**src/isaPkg.sv**
```systemverilog
package isaPkg;

    typedef logic [31:0] instr_t;                       // Raw instruction word
    typedef logic [6:0]  opcode_t;                      // Major opcode in bits 6..0
    typedef logic [2:0]  funct3_t;                      // Minor function in bits 14..12
    typedef logic [4:0]  regAddr_t;                     // Register file index

    localparam regAddr_t RegZero = 5'd0;                // Hardwired zero register

    // Major opcodes
    localparam opcode_t OpRType  = 7'b0110011;          // Register-register ALU
    localparam opcode_t OpIType  = 7'b0010011;          // Register-immediate ALU
    localparam opcode_t OpLoad   = 7'b0000011;          // Word load
    localparam opcode_t OpStore  = 7'b0100011;          // Word store
    localparam opcode_t OpBranch = 7'b1100011;          // Conditional branch
    localparam opcode_t OpJal    = 7'b1101111;          // Jump and link
    localparam opcode_t OpBnn    = 7'b0001011;          // Custom-0 slot for BNN unit

    // ALU funct3 codes
    localparam funct3_t F3AddSub = 3'b000;              // Sub only on R-type with funct7b5
    localparam funct3_t F3Sll    = 3'b001;
    localparam funct3_t F3Slt    = 3'b010;
    localparam funct3_t F3Xor    = 3'b100;
    localparam funct3_t F3Srl    = 3'b101;
    localparam funct3_t F3Or     = 3'b110;
    localparam funct3_t F3And    = 3'b111;

    // Branch funct3 codes
    localparam funct3_t Beq = 3'b000;
    localparam funct3_t Bne = 3'b001;
    localparam funct3_t Blt = 3'b100;
    localparam funct3_t Bge = 3'b101;

    // BNN funct3 codes
    localparam funct3_t BnnRun       = 3'b000;          // Plain binarized run
    localparam funct3_t BnnSetSize   = 3'b001;          // Load matrix size
    localparam funct3_t BnnSetThresh = 3'b010;          // Load activation threshold
    localparam funct3_t BnnRunThresh = 3'b011;          // Run with thresholded activation

endpackage

```
**src/ctrlPkg.sv**
```systemverilog
package ctrlPkg;

    typedef logic [2:0] aluFunc_t;                      // ALU operation select
    localparam aluFunc_t AluAdd = 3'b000;
    localparam aluFunc_t AluSub = 3'b001;
    localparam aluFunc_t AluAnd = 3'b010;
    localparam aluFunc_t AluOr  = 3'b011;
    localparam aluFunc_t AluXor = 3'b100;
    localparam aluFunc_t AluSlt = 3'b101;
    localparam aluFunc_t AluSll = 3'b110;
    localparam aluFunc_t AluSrl = 3'b111;

    typedef logic [1:0] exPath_t;                       // Execute result mux select
    localparam exPath_t PathAlu  = 2'b00;
    localparam exPath_t PathBnn  = 2'b01;
    localparam exPath_t PathLink = 2'b10;               // pc+4 for jal
    localparam exPath_t PathAddr = 2'b11;               // Load address to memory

    typedef logic [1:0] immFormat_t;                    // Extend unit format
    localparam immFormat_t ImmI = 2'b00;
    localparam immFormat_t ImmS = 2'b01;
    localparam immFormat_t ImmB = 2'b10;
    localparam immFormat_t ImmJ = 2'b11;

    typedef logic [1:0] fwdSel_t;                       // Operand bypass select
    localparam fwdSel_t FwdRf = 2'b00;
    localparam fwdSel_t FwdW2 = 2'b01;
    localparam fwdSel_t FwdW  = 2'b10;

    typedef logic [1:0] pcSrc_t;                        // Next PC select
    localparam pcSrc_t PcPlus4  = 2'b00;
    localparam pcSrc_t PcTarget = 2'b01;

    typedef struct packed {
        logic            funct7b5;                      // Instr bit 30
        isaPkg::funct3_t funct3;
        isaPkg::opcode_t opcode;
    } fetchFields_t;

    typedef struct packed {
        logic            regWeExec;                     // Writes an Execute result
        logic            regWeMem;                      // Writes loaded data
        logic            opBSrc;                        // Operand B is the immediate
        logic            memWrite;
        logic            enThreshold;
        logic            msWe;
        logic            atWe;
        logic            branch;
        logic            jump;
        exPath_t         exPath;
        aluFunc_t        aluFunc;
        isaPkg::funct3_t funct3;                        // Branch condition code
    } decodeCtrl_t;

    typedef struct packed {
        logic regWeExec;
        logic regWeMem;
        logic memWrite;
    } wbCtrl_t;

endpackage

```
**src/branchUnit.sv**
```systemverilog
`timescale 1ns/1ns

module branchUnit (
    input  logic            branchE,
    input  isaPkg::funct3_t funct3E,
    input  logic            Z,                          // ALU result was zero
    input  logic            N,                          // ALU result was negative
    output logic            conditionMetE
);
    import isaPkg::*;

    // Flags come from the sub that the decoder forces on branches
    always_comb begin
        conditionMetE = 1'b0;
        if (branchE) begin
            case (funct3E)
                Beq:     conditionMetE = Z;
                Bne:     conditionMetE = ~Z;
                Blt:     conditionMetE = N;             // Signed less than
                Bge:     conditionMetE = ~N;
                default: conditionMetE = 1'b0;          // Unsigned forms not supported
            endcase
        end
    end

endmodule

```
**src/controlDecoder.sv**
```systemverilog
`timescale 1ns/1ns

module controlDecoder (
    input  ctrlPkg::fetchFields_t fieldsD,
    output ctrlPkg::decodeCtrl_t  ctrlD,
    output logic                  branchD,
    output logic                  jumpD,
    output ctrlPkg::immFormat_t   ImmFormatD
);
    import isaPkg::*;
    import ctrlPkg::*;

    // Shared ALU mapping for R-type and I-type
    function automatic aluFunc_t aluFuncOf(input funct3_t f3, input logic subtract);
        case (f3)
            F3AddSub: return subtract ? AluSub : AluAdd;
            F3And:    return AluAnd;
            F3Or:     return AluOr;
            F3Xor:    return AluXor;
            F3Slt:    return AluSlt;
            F3Sll:    return AluSll;
            F3Srl:    return AluSrl;
            default:  return AluAdd;                    // sltu slot falls back to add
        endcase
    endfunction

    always_comb begin
        ctrlD      = '0;                                // Unknown opcode is a bubble
        ImmFormatD = ImmI;
        case (fieldsD.opcode)
            OpRType: begin
                ctrlD.regWeExec = 1'b1;
                ctrlD.exPath    = PathAlu;
                ctrlD.aluFunc   = aluFuncOf(fieldsD.funct3, fieldsD.funct7b5);
            end
            OpIType: begin
                ctrlD.regWeExec = 1'b1;
                ctrlD.opBSrc    = 1'b1;
                ctrlD.exPath    = PathAlu;
                ctrlD.aluFunc   = aluFuncOf(fieldsD.funct3, 1'b0);  // No subi
            end
            OpLoad: begin
                ctrlD.regWeMem = 1'b1;                  // Result comes back via memory
                ctrlD.opBSrc   = 1'b1;
                ctrlD.exPath   = PathAddr;
                ctrlD.aluFunc  = AluAdd;
            end
            OpStore: begin
                ctrlD.memWrite = 1'b1;
                ctrlD.opBSrc   = 1'b1;
                ctrlD.aluFunc  = AluAdd;                // Base plus offset
                ImmFormatD     = ImmS;
            end
            OpBranch: begin
                ctrlD.branch  = 1'b1;
                ctrlD.aluFunc = AluSub;                 // Sets Z and N for the compare
                ctrlD.funct3  = fieldsD.funct3;         // Condition travels to Execute
                ImmFormatD    = ImmB;
            end
            OpJal: begin
                ctrlD.jump      = 1'b1;
                ctrlD.regWeExec = 1'b1;
                ctrlD.exPath    = PathLink;
                ImmFormatD      = ImmJ;
            end
            OpBnn: begin
                case (fieldsD.funct3)
                    BnnRun: begin
                        ctrlD.regWeExec = 1'b1;
                        ctrlD.exPath    = PathBnn;
                    end
                    BnnSetSize:   ctrlD.msWe = 1'b1;    // Configuration write only
                    BnnSetThresh: ctrlD.atWe = 1'b1;
                    BnnRunThresh: begin
                        ctrlD.regWeExec   = 1'b1;
                        ctrlD.exPath      = PathBnn;
                        ctrlD.enThreshold = 1'b1;
                    end
                    default: ;                          // Reserved BNN codes do nothing
                endcase
            end
            default: ;
        endcase
    end

    assign branchD = ctrlD.branch;
    assign jumpD   = ctrlD.jump;

endmodule

```
**src/controlPipeline.sv**
```systemverilog
`timescale 1ns/1ns

module controlPipeline (
    input  logic                  clk,
    input  logic                  reset,
    input  logic                  StallD,
    input  logic                  FlushD,
    input  logic                  StallE,
    input  logic                  FlushE,
    input  logic                  FlushW,
    input  ctrlPkg::fetchFields_t fieldsF,
    input  ctrlPkg::decodeCtrl_t  ctrlD,
    output ctrlPkg::fetchFields_t fieldsD,
    output ctrlPkg::decodeCtrl_t  ctrlE,
    output ctrlPkg::wbCtrl_t      ctrlW
);

    // Fetch to Decode register
    // Only the fields the decoder looks at are kept
    always_ff @(posedge clk) begin
        if (reset || FlushD) begin
            fieldsD <= '0;                              // Zero opcode decodes as bubble
        end else if (!StallD) begin
            fieldsD <= fieldsF;
        end
    end

    // Decode to Execute register
    always_ff @(posedge clk) begin
        if (reset || FlushE) begin
            ctrlE <= '0;                                // Flush beats stall
        end else if (!StallE) begin
            ctrlE <= ctrlD;
        end
    end

    // Execute to Writeback register
    always_ff @(posedge clk) begin
        if (reset || FlushW) begin
            ctrlW <= '0;
        end else begin                                  // Never held
            ctrlW <= '{
                regWeExec: ctrlE.regWeExec,
                regWeMem:  ctrlE.regWeMem,
                memWrite:  ctrlE.memWrite
            };
        end
    end

endmodule

```
**src/controlUnit.sv**
```systemverilog
`timescale 1ns/1ns

module controlUnit (
    input  logic                 clk,
    input  logic                 reset,
    input  logic                 Z,
    input  logic                 N,
    input  logic                 RegWE_W_W2,            // From the load stall buffer
    input  isaPkg::regAddr_t     A1_E,
    input  isaPkg::regAddr_t     A2_E,
    input  isaPkg::regAddr_t     A3_W,
    input  isaPkg::regAddr_t     A4_W2,
    input  isaPkg::instr_t       InstrF,
    output logic                 RegWE_E_E,             // Execute result write
    output logic                 RegWE_W_W,             // Load data write in W
    output logic                 OpBSrcE,
    output logic                 en_threshold_E,
    output logic                 ms_WE_E,
    output logic                 at_WE_E,
    output logic                 StallF,
    output logic                 StallD,
    output logic                 FlushD,
    output logic                 StallE,
    output logic                 FlushE,
    output logic                 FlushW,
    output ctrlPkg::fwdSel_t     fwdA_E,
    output ctrlPkg::fwdSel_t     fwdB_E,
    output ctrlPkg::pcSrc_t      PCSrcE,
    output ctrlPkg::exPath_t     ExPathE,
    output ctrlPkg::immFormat_t  ImmFormatD,
    output ctrlPkg::aluFunc_t    ALUFuncE,
    output logic                 MemWriteW              // To data memory
);
    import ctrlPkg::*;

    fetchFields_t fieldsF;
    fetchFields_t fieldsD;
    decodeCtrl_t  ctrlD;
    decodeCtrl_t  ctrlE;
    wbCtrl_t      ctrlW;
    logic         conditionMetE;

    assign fieldsF = '{funct7b5: InstrF[30], funct3: InstrF[14:12], opcode: InstrF[6:0]};

    controlPipeline controlPipeline_inst (
        .clk     (clk),
        .reset   (reset),
        .StallD  (StallD),
        .FlushD  (FlushD),
        .StallE  (StallE),
        .FlushE  (FlushE),
        .FlushW  (FlushW),
        .fieldsF (fieldsF),
        .ctrlD   (ctrlD),
        .fieldsD (fieldsD),
        .ctrlE   (ctrlE),
        .ctrlW   (ctrlW)
    );

    controlDecoder controlDecoder_inst (
        .fieldsD    (fieldsD),
        .ctrlD      (ctrlD),
        .branchD    (),                                 // Only the registered copies matter
        .jumpD      (),
        .ImmFormatD (ImmFormatD)
    );

    branchUnit branchUnit_inst (
        .branchE       (ctrlE.branch),
        .funct3E       (ctrlE.funct3),
        .Z             (Z),
        .N             (N),
        .conditionMetE (conditionMetE)
    );

    hazardUnit hazardUnit_inst (
        .A1_E          (A1_E),
        .A2_E          (A2_E),
        .A3_W          (A3_W),
        .A4_W2         (A4_W2),
        .ctrlW         (ctrlW),
        .RegWE_W_W2    (RegWE_W_W2),
        .jumpE         (ctrlE.jump),
        .conditionMetE (conditionMetE),
        .StallF        (StallF),
        .StallD        (StallD),
        .StallE        (StallE),
        .FlushD        (FlushD),
        .FlushE        (FlushE),
        .FlushW        (FlushW),
        .PCSrcE        (PCSrcE),
        .fwdA_E        (fwdA_E),
        .fwdB_E        (fwdB_E)
    );

    // Execute stage controls
    assign RegWE_E_E      = ctrlE.regWeExec;
    assign OpBSrcE        = ctrlE.opBSrc;
    assign en_threshold_E = ctrlE.enThreshold;
    assign ms_WE_E        = ctrlE.msWe;
    assign at_WE_E        = ctrlE.atWe;
    assign ExPathE        = ctrlE.exPath;
    assign ALUFuncE       = ctrlE.aluFunc;

    // Writeback stage controls
    assign RegWE_W_W = ctrlW.regWeMem;
    assign MemWriteW = ctrlW.memWrite;

endmodule

```
**src/hazardUnit.sv**
```systemverilog
`timescale 1ns/1ns

module hazardUnit (
    input  isaPkg::regAddr_t  A1_E,                     // Execute source 1
    input  isaPkg::regAddr_t  A2_E,                     // Execute source 2
    input  isaPkg::regAddr_t  A3_W,                     // Writeback destination
    input  isaPkg::regAddr_t  A4_W2,                    // Stall buffer destination
    input  ctrlPkg::wbCtrl_t  ctrlW,
    input  logic              RegWE_W_W2,               // From the load stall buffer
    input  logic              jumpE,
    input  logic              conditionMetE,
    output logic              StallF,
    output logic              StallD,
    output logic              StallE,
    output logic              FlushD,
    output logic              FlushE,
    output logic              FlushW,
    output ctrlPkg::pcSrc_t   PCSrcE,
    output ctrlPkg::fwdSel_t  fwdA_E,
    output ctrlPkg::fwdSel_t  fwdB_E
);
    import isaPkg::*;
    import ctrlPkg::*;

    logic loadUse;                                      // Load in W feeds an E operand
    logic redirect;                                     // Taken branch or jal in E

    // W has priority since it holds the younger result
    function automatic fwdSel_t selectFwd(
        input regAddr_t src,
        input logic     wWe,
        input regAddr_t wDst,
        input logic     w2We,
        input regAddr_t w2Dst
    );
        if (src == RegZero)
            return FwdRf;                               // x0 is never bypassed
        if (wWe && (wDst == src))
            return FwdW;
        if (w2We && (w2Dst == src))
            return FwdW2;
        return FwdRf;
    endfunction

    assign loadUse = ctrlW.regWeMem && (A3_W != RegZero)
                     && ((A3_W == A1_E) || (A3_W == A2_E));

    assign StallF = loadUse;                            // Freeze front end until data lands
    assign StallD = loadUse;
    assign StallE = loadUse;
    assign FlushW = loadUse;                            // Bubble into W behind the held E

    assign redirect = (jumpE || conditionMetE) && !loadUse;  // Held E must not redirect twice
    assign PCSrcE   = redirect ? PcTarget : PcPlus4;
    assign FlushD   = redirect;                         // Kill the two wrong-path slots
    assign FlushE   = redirect;

    assign fwdA_E = selectFwd(A1_E, ctrlW.regWeExec, A3_W, RegWE_W_W2, A4_W2);
    assign fwdB_E = selectFwd(A2_E, ctrlW.regWeExec, A3_W, RegWE_W_W2, A4_W2);

endmodule

```
**config.mk**
```make
export PLATFORM = sky130hd
export DESIGN_NAME = controlUnit
export DESIGN_NICKNAME = d
export VERILOG_FILES = /design/src/isaPkg.sv /design/src/ctrlPkg.sv /design/src/branchUnit.sv /design/src/controlDecoder.sv /design/src/controlPipeline.sv /design/src/controlUnit.sv /design/src/hazardUnit.sv
export SDC_FILE = /design/constraint.sdc
export NUM_CORES = 1
export LEC_CHECK = 0
export ABC_AREA = 0
export BUFFER_PORTS_ARGS = -buffer_cell sky130_fd_sc_hd__buf_2
export CAP_MARGIN = 20
export CORE_ASPECT_RATIO = 0.75
export CORE_MARGIN = 2
export CORE_UTILIZATION = 51
export DETAILED_ROUTE_END_ITERATION = 10
export MAX_ROUTING_LAYER = met4
export PLACE_DENSITY = 0.82
export SKIP_LAST_GASP = 1
export SLEW_MARGIN = 10
export SYNTH_ARGS = -nofsm -noshare
export SYNTH_HDL_FRONTEND = slang
export SYNTH_SLANG_ARGS = --single-unit
```
**constraint.sdc**
```tcl
create_clock -name clk -period 4 [get_ports clk]
set_input_delay 0.2 -clock clk [delete_from_list [all_inputs] [get_ports clk]]
set_output_delay 0.2 -clock clk [all_outputs]
set_load 0.02 [all_outputs]
```
==> key figures <==
Outcome
  • Status: complete, no violations

Routing
  • Total vias in the final route: ~1600
  • Detailed Route WL: 3900 um
  • DRC: 0
  • Pre-antenna DRT Iters: 4
  • 1st-iter DRT viols: 80
  • Final ANT Viol Nets: 0
  • Routed WL per cell: about 12 um
  • Via/cell ratio: 5.01

Synth
  • Syn avg cell area: about 9 um2
  • Sequential-to-total area share from yosys stat: roughly 33%
  • Gate Count Post-Synth: 211
  • Post-synthesis net count: around 270
  • Compound-Gate Fraction of Synth Area: 5.02%
  • Distinct cell type count of the synthesized netlist: 36
  • Synth Register Bits: 31
  • Largest cells by area after synthesis: dfxtp_1 33%, mux2i_1 16%, nand2b_1 8.7%
  • Post-synth top area share: 33.2%
  • Mux share of post-synthesis cell area: between 10% and 20%
  • Leading area contributor after synthesis: dfxtp_1
  • Syn Std Cell Area: approximately 0.0019 mm2
  • Synth Warn #: 0
  • Largest family of logic cells by synthesized area: simple AND/OR/NAND/NOR gates
  • Post-synthesis xor/xnor area fraction: 10.3%
  • Adder-cell share of the synthesized area: 0%
  • Simple-gate share of the synthesized area: 28.5%

Setup path
  • Crit Path Max Fanout: 24
  • RR Startpoint: controlPipeline_inst.ctrlE[2]$_SDFFE_PP0N_
  • Crit path kind: in2out
  • Arr. time, crit path: 2.00 ns
  • CP Launch Point: A3_W[3]
  • Depth of the worst register-to-register path: 6
  • R2R Path End: controlPipeline_inst.ctrlE[3]$_SDFFE_PP0N_
  • Crit end category: primary output
  • Reg-to-reg slack, setup: roughly 1.9 ns
  • Startpoint types: input port
  • Crit path to: PCSrcE[0]
  • Worst EP required: 3.80 ns

Power and ir drop
  • Switch share: 24.0%
  • Overall Power: approximately 0.6 mW
  • Max VDD drop: 0.181 mV
  • Cell area power density: between 200 and 300 mW/mm2
  • Leakage power: ~0.92 nW
  • Sequential power share: 52.2%
  • Combinational share of power: 12.5%
  • Cell Int Power: 0.470 mW
  • Clk pwr share: a little over a third
  • P_sw: roughly 0.15 mW

Clock network
  • # hold bufs at CTS: 0
  • CTS buffer count: 5
  • TritonCTS clock tree: yes
  • Clk root buf: clkbuf_8
  • Max clock buf depth: 2
  • # clock sinks: 31
  • Clock-pin slew on the worst setup and hold paths: approximately 0.060 ns
  • Worst skew pair latency: between 0.2 and 0.3 ns
  • Buffer count from post-CTS setup fixing: 0
  • H-tree depth: 2
  • CTS resizes: 0

Floorplanning
  • Die W: around 74 um
  • Core footprint: approximately 0.0036 mm2
  • Die height: between 50 and 60 um
  • Starting Density: 52.0%
  • Cell Rows: 19
  • Ports: slightly above 80
  • Die area: 0.00417 mm2

STA
  • Skew final: around 0.0050 ns
  • Tmin final: 2.20 ns
  • Maximum clock frequency: about 450 MHz
  • Least-Margin Pin Slew: roughly 0.86 ns
  • Final-report max-slew violation count: 0
  • Slew margin rel.: between 40% and 50%
  • Final Worst Setup Slack: roughly 1.8 ns
  • RSZ-0062 raised after global routing: no
  • Final setup viols: 0
  • Tcrit/Tclk final: 55.0%
  • Setup TNS: 0 ns
  • Hold Vio Cnt, Final: 0

GRT
  • Vias in the first global route: about 1400
  • Initial antenna violation count: 0
  • First-pass GRT wire length: roughly 6300 um
  • GRT Total Usage: between 20% and 30%
  • Largest net degree at the start of global routing: 31
  • GRT Residual Overflow: 0

Worst hold path
  • Tightest Hold Check Type: in2reg

Cells and area
  • Layout cell share with drive strength beyond 1: ~27%
  • Util after Layout: 61.5%
  • Synth-to-layout area growth: 18.1%
  • Nets: 318
  • Diodes inserted: 0

Placement
  • Final GP Congestion: approximately 0.8
  • Port-buffer cells: 60
  • Hpwl dp: about 3000 um
  • Pre-CTS setup slack: roughly 1.7 ns

Flow run
  • Max Cap Viol: 0
power by group through the flow:
stage               sequential (mW)  combinational, mW  clock [mW]
finish                        0.323             0.0776       0.218
floorplan                     0.328             0.0461           0
global route                  0.324             0.0859       0.235
detailed placement            0.330             0.0772           0
global placement              0.329             0.0752           0
CTS                           0.323             0.0777       0.222
synth_stat cells:
library cell,number
buf_4,13
clkbuf_1,4
a32o_1,1
or4b_1,1
nor3_1,4
nand2b_1,26
conb_1,1
mux2i_1,29
nand3b_1,1
xor2_1,10
nand4_1,3
o211a_1,1
and2_1,2
buf_2,2
nor2_1,9
a21o_1,1
a21oi_1,3
or4_1,5
a21boi_1,1
inv_1,3
a21oi_2,1
nand2_1,17
nand3_1,11
nor3b_1,3
xnor2_1,12
or2_2,1
dfxtp_1,31
nor2b_1,3
or4_4,1
o31ai_1,1
nor4_1,1
or2b_1,2
o21ai_0,4
and2b_1,1
nor4b_4,1
o211ai_1,1
routing by layer:
metal	track usage, %	part of all wire [%]	up-vias
li1	-	-	808
met2	29.0	43	42
met3	4.49	5.3	7
met4	8.31	1.6	0
met5	-	0	-
met1	27.3	50	705
cells by family after synthesis:
family | Yosys count
mux | 29
simple gates | 92
flops | 31
xor+xnor | 22
buf+inv | 22
compound gates | 14
other cells | 1
cells in the final DEF (no fill, tap or decap), types with 9 or more instances in the layout:
cell type   n
buf_2      60
dfxtp_1    31
mux2i_1    29
nand2_1    17
nand2b_1   26
nand3_1    11
nor2_1      9
xnor2_1    12
xor2_1     10
critical path: stages:
cell	delay (ns)
buf_2	0.12
xor2_1	0.15
nor3_1	0.17
nand3_1	0.21
a21oi_4	0.74
nor2_1	0.17
buf_2	0.21
metrics by stage:
| step | cell area (um2) | hold slack (ns) | cells |
|---|---|---|---|
| 4_1_cts | 2210 | 0.153 | 312 |
| 3_5_place_dp | 2130 | 0.449 | 306 |
| 2_1_floorplan | 1870 | 0.339 | 211 |
| 3_3_place_gp | 2130 | 0.443 | 306 |
| 5_1_grt | 2210 | 0.165 | 312 |
| 6_report | 2210 | 0.157 | 312 |
state kept, by name, summed over array words and instances, names as in the netlist:
register and count:
controlPipeline_inst.ctrlE 17, controlPipeline_inst.ctrlW 3, controlPipeline_inst.fieldsD 11
layout make-up:
| cell class | instances | area [um2] |
|---|---|---|
| timing repair buffer | 62 | 315 |
| sequential | 31 | 621 |
| fill | 310 | 1380 |
| clock buffer | 6 | 72.6 |
| multi-input combinational | 158 | 1120 |
| inverter | 3 | 11.3 |
| tap | 52 | 65.1 |
how the worst min path moves through the flow:
stage                                                            from                                           end  slack, ns  cells past startpoint
after floorplan                                             InstrF[0]  controlPipeline_inst.fieldsD[0]$_SDFFE_PP0N_       0.34                      2
after global placement    controlPipeline_inst.ctrlE[15]$_SDFFE_PP0N_      controlPipeline_inst.ctrlW[1]$_SDFF_PP0_       0.44                      2
after detailed placement                                    InstrF[0]  controlPipeline_inst.fieldsD[0]$_SDFFE_PP0N_       0.45                      3
after CTS                                                   InstrF[0]  controlPipeline_inst.fieldsD[0]$_SDFFE_PP0N_       0.15                      3
after global routing                                       InstrF[13]  controlPipeline_inst.fieldsD[8]$_SDFFE_PP0N_       0.17                      3
final                                                       InstrF[0]  controlPipeline_inst.fieldsD[0]$_SDFFE_PP0N_       0.16                      3
No activity file was read; power rests on OpenSTA's default activity.
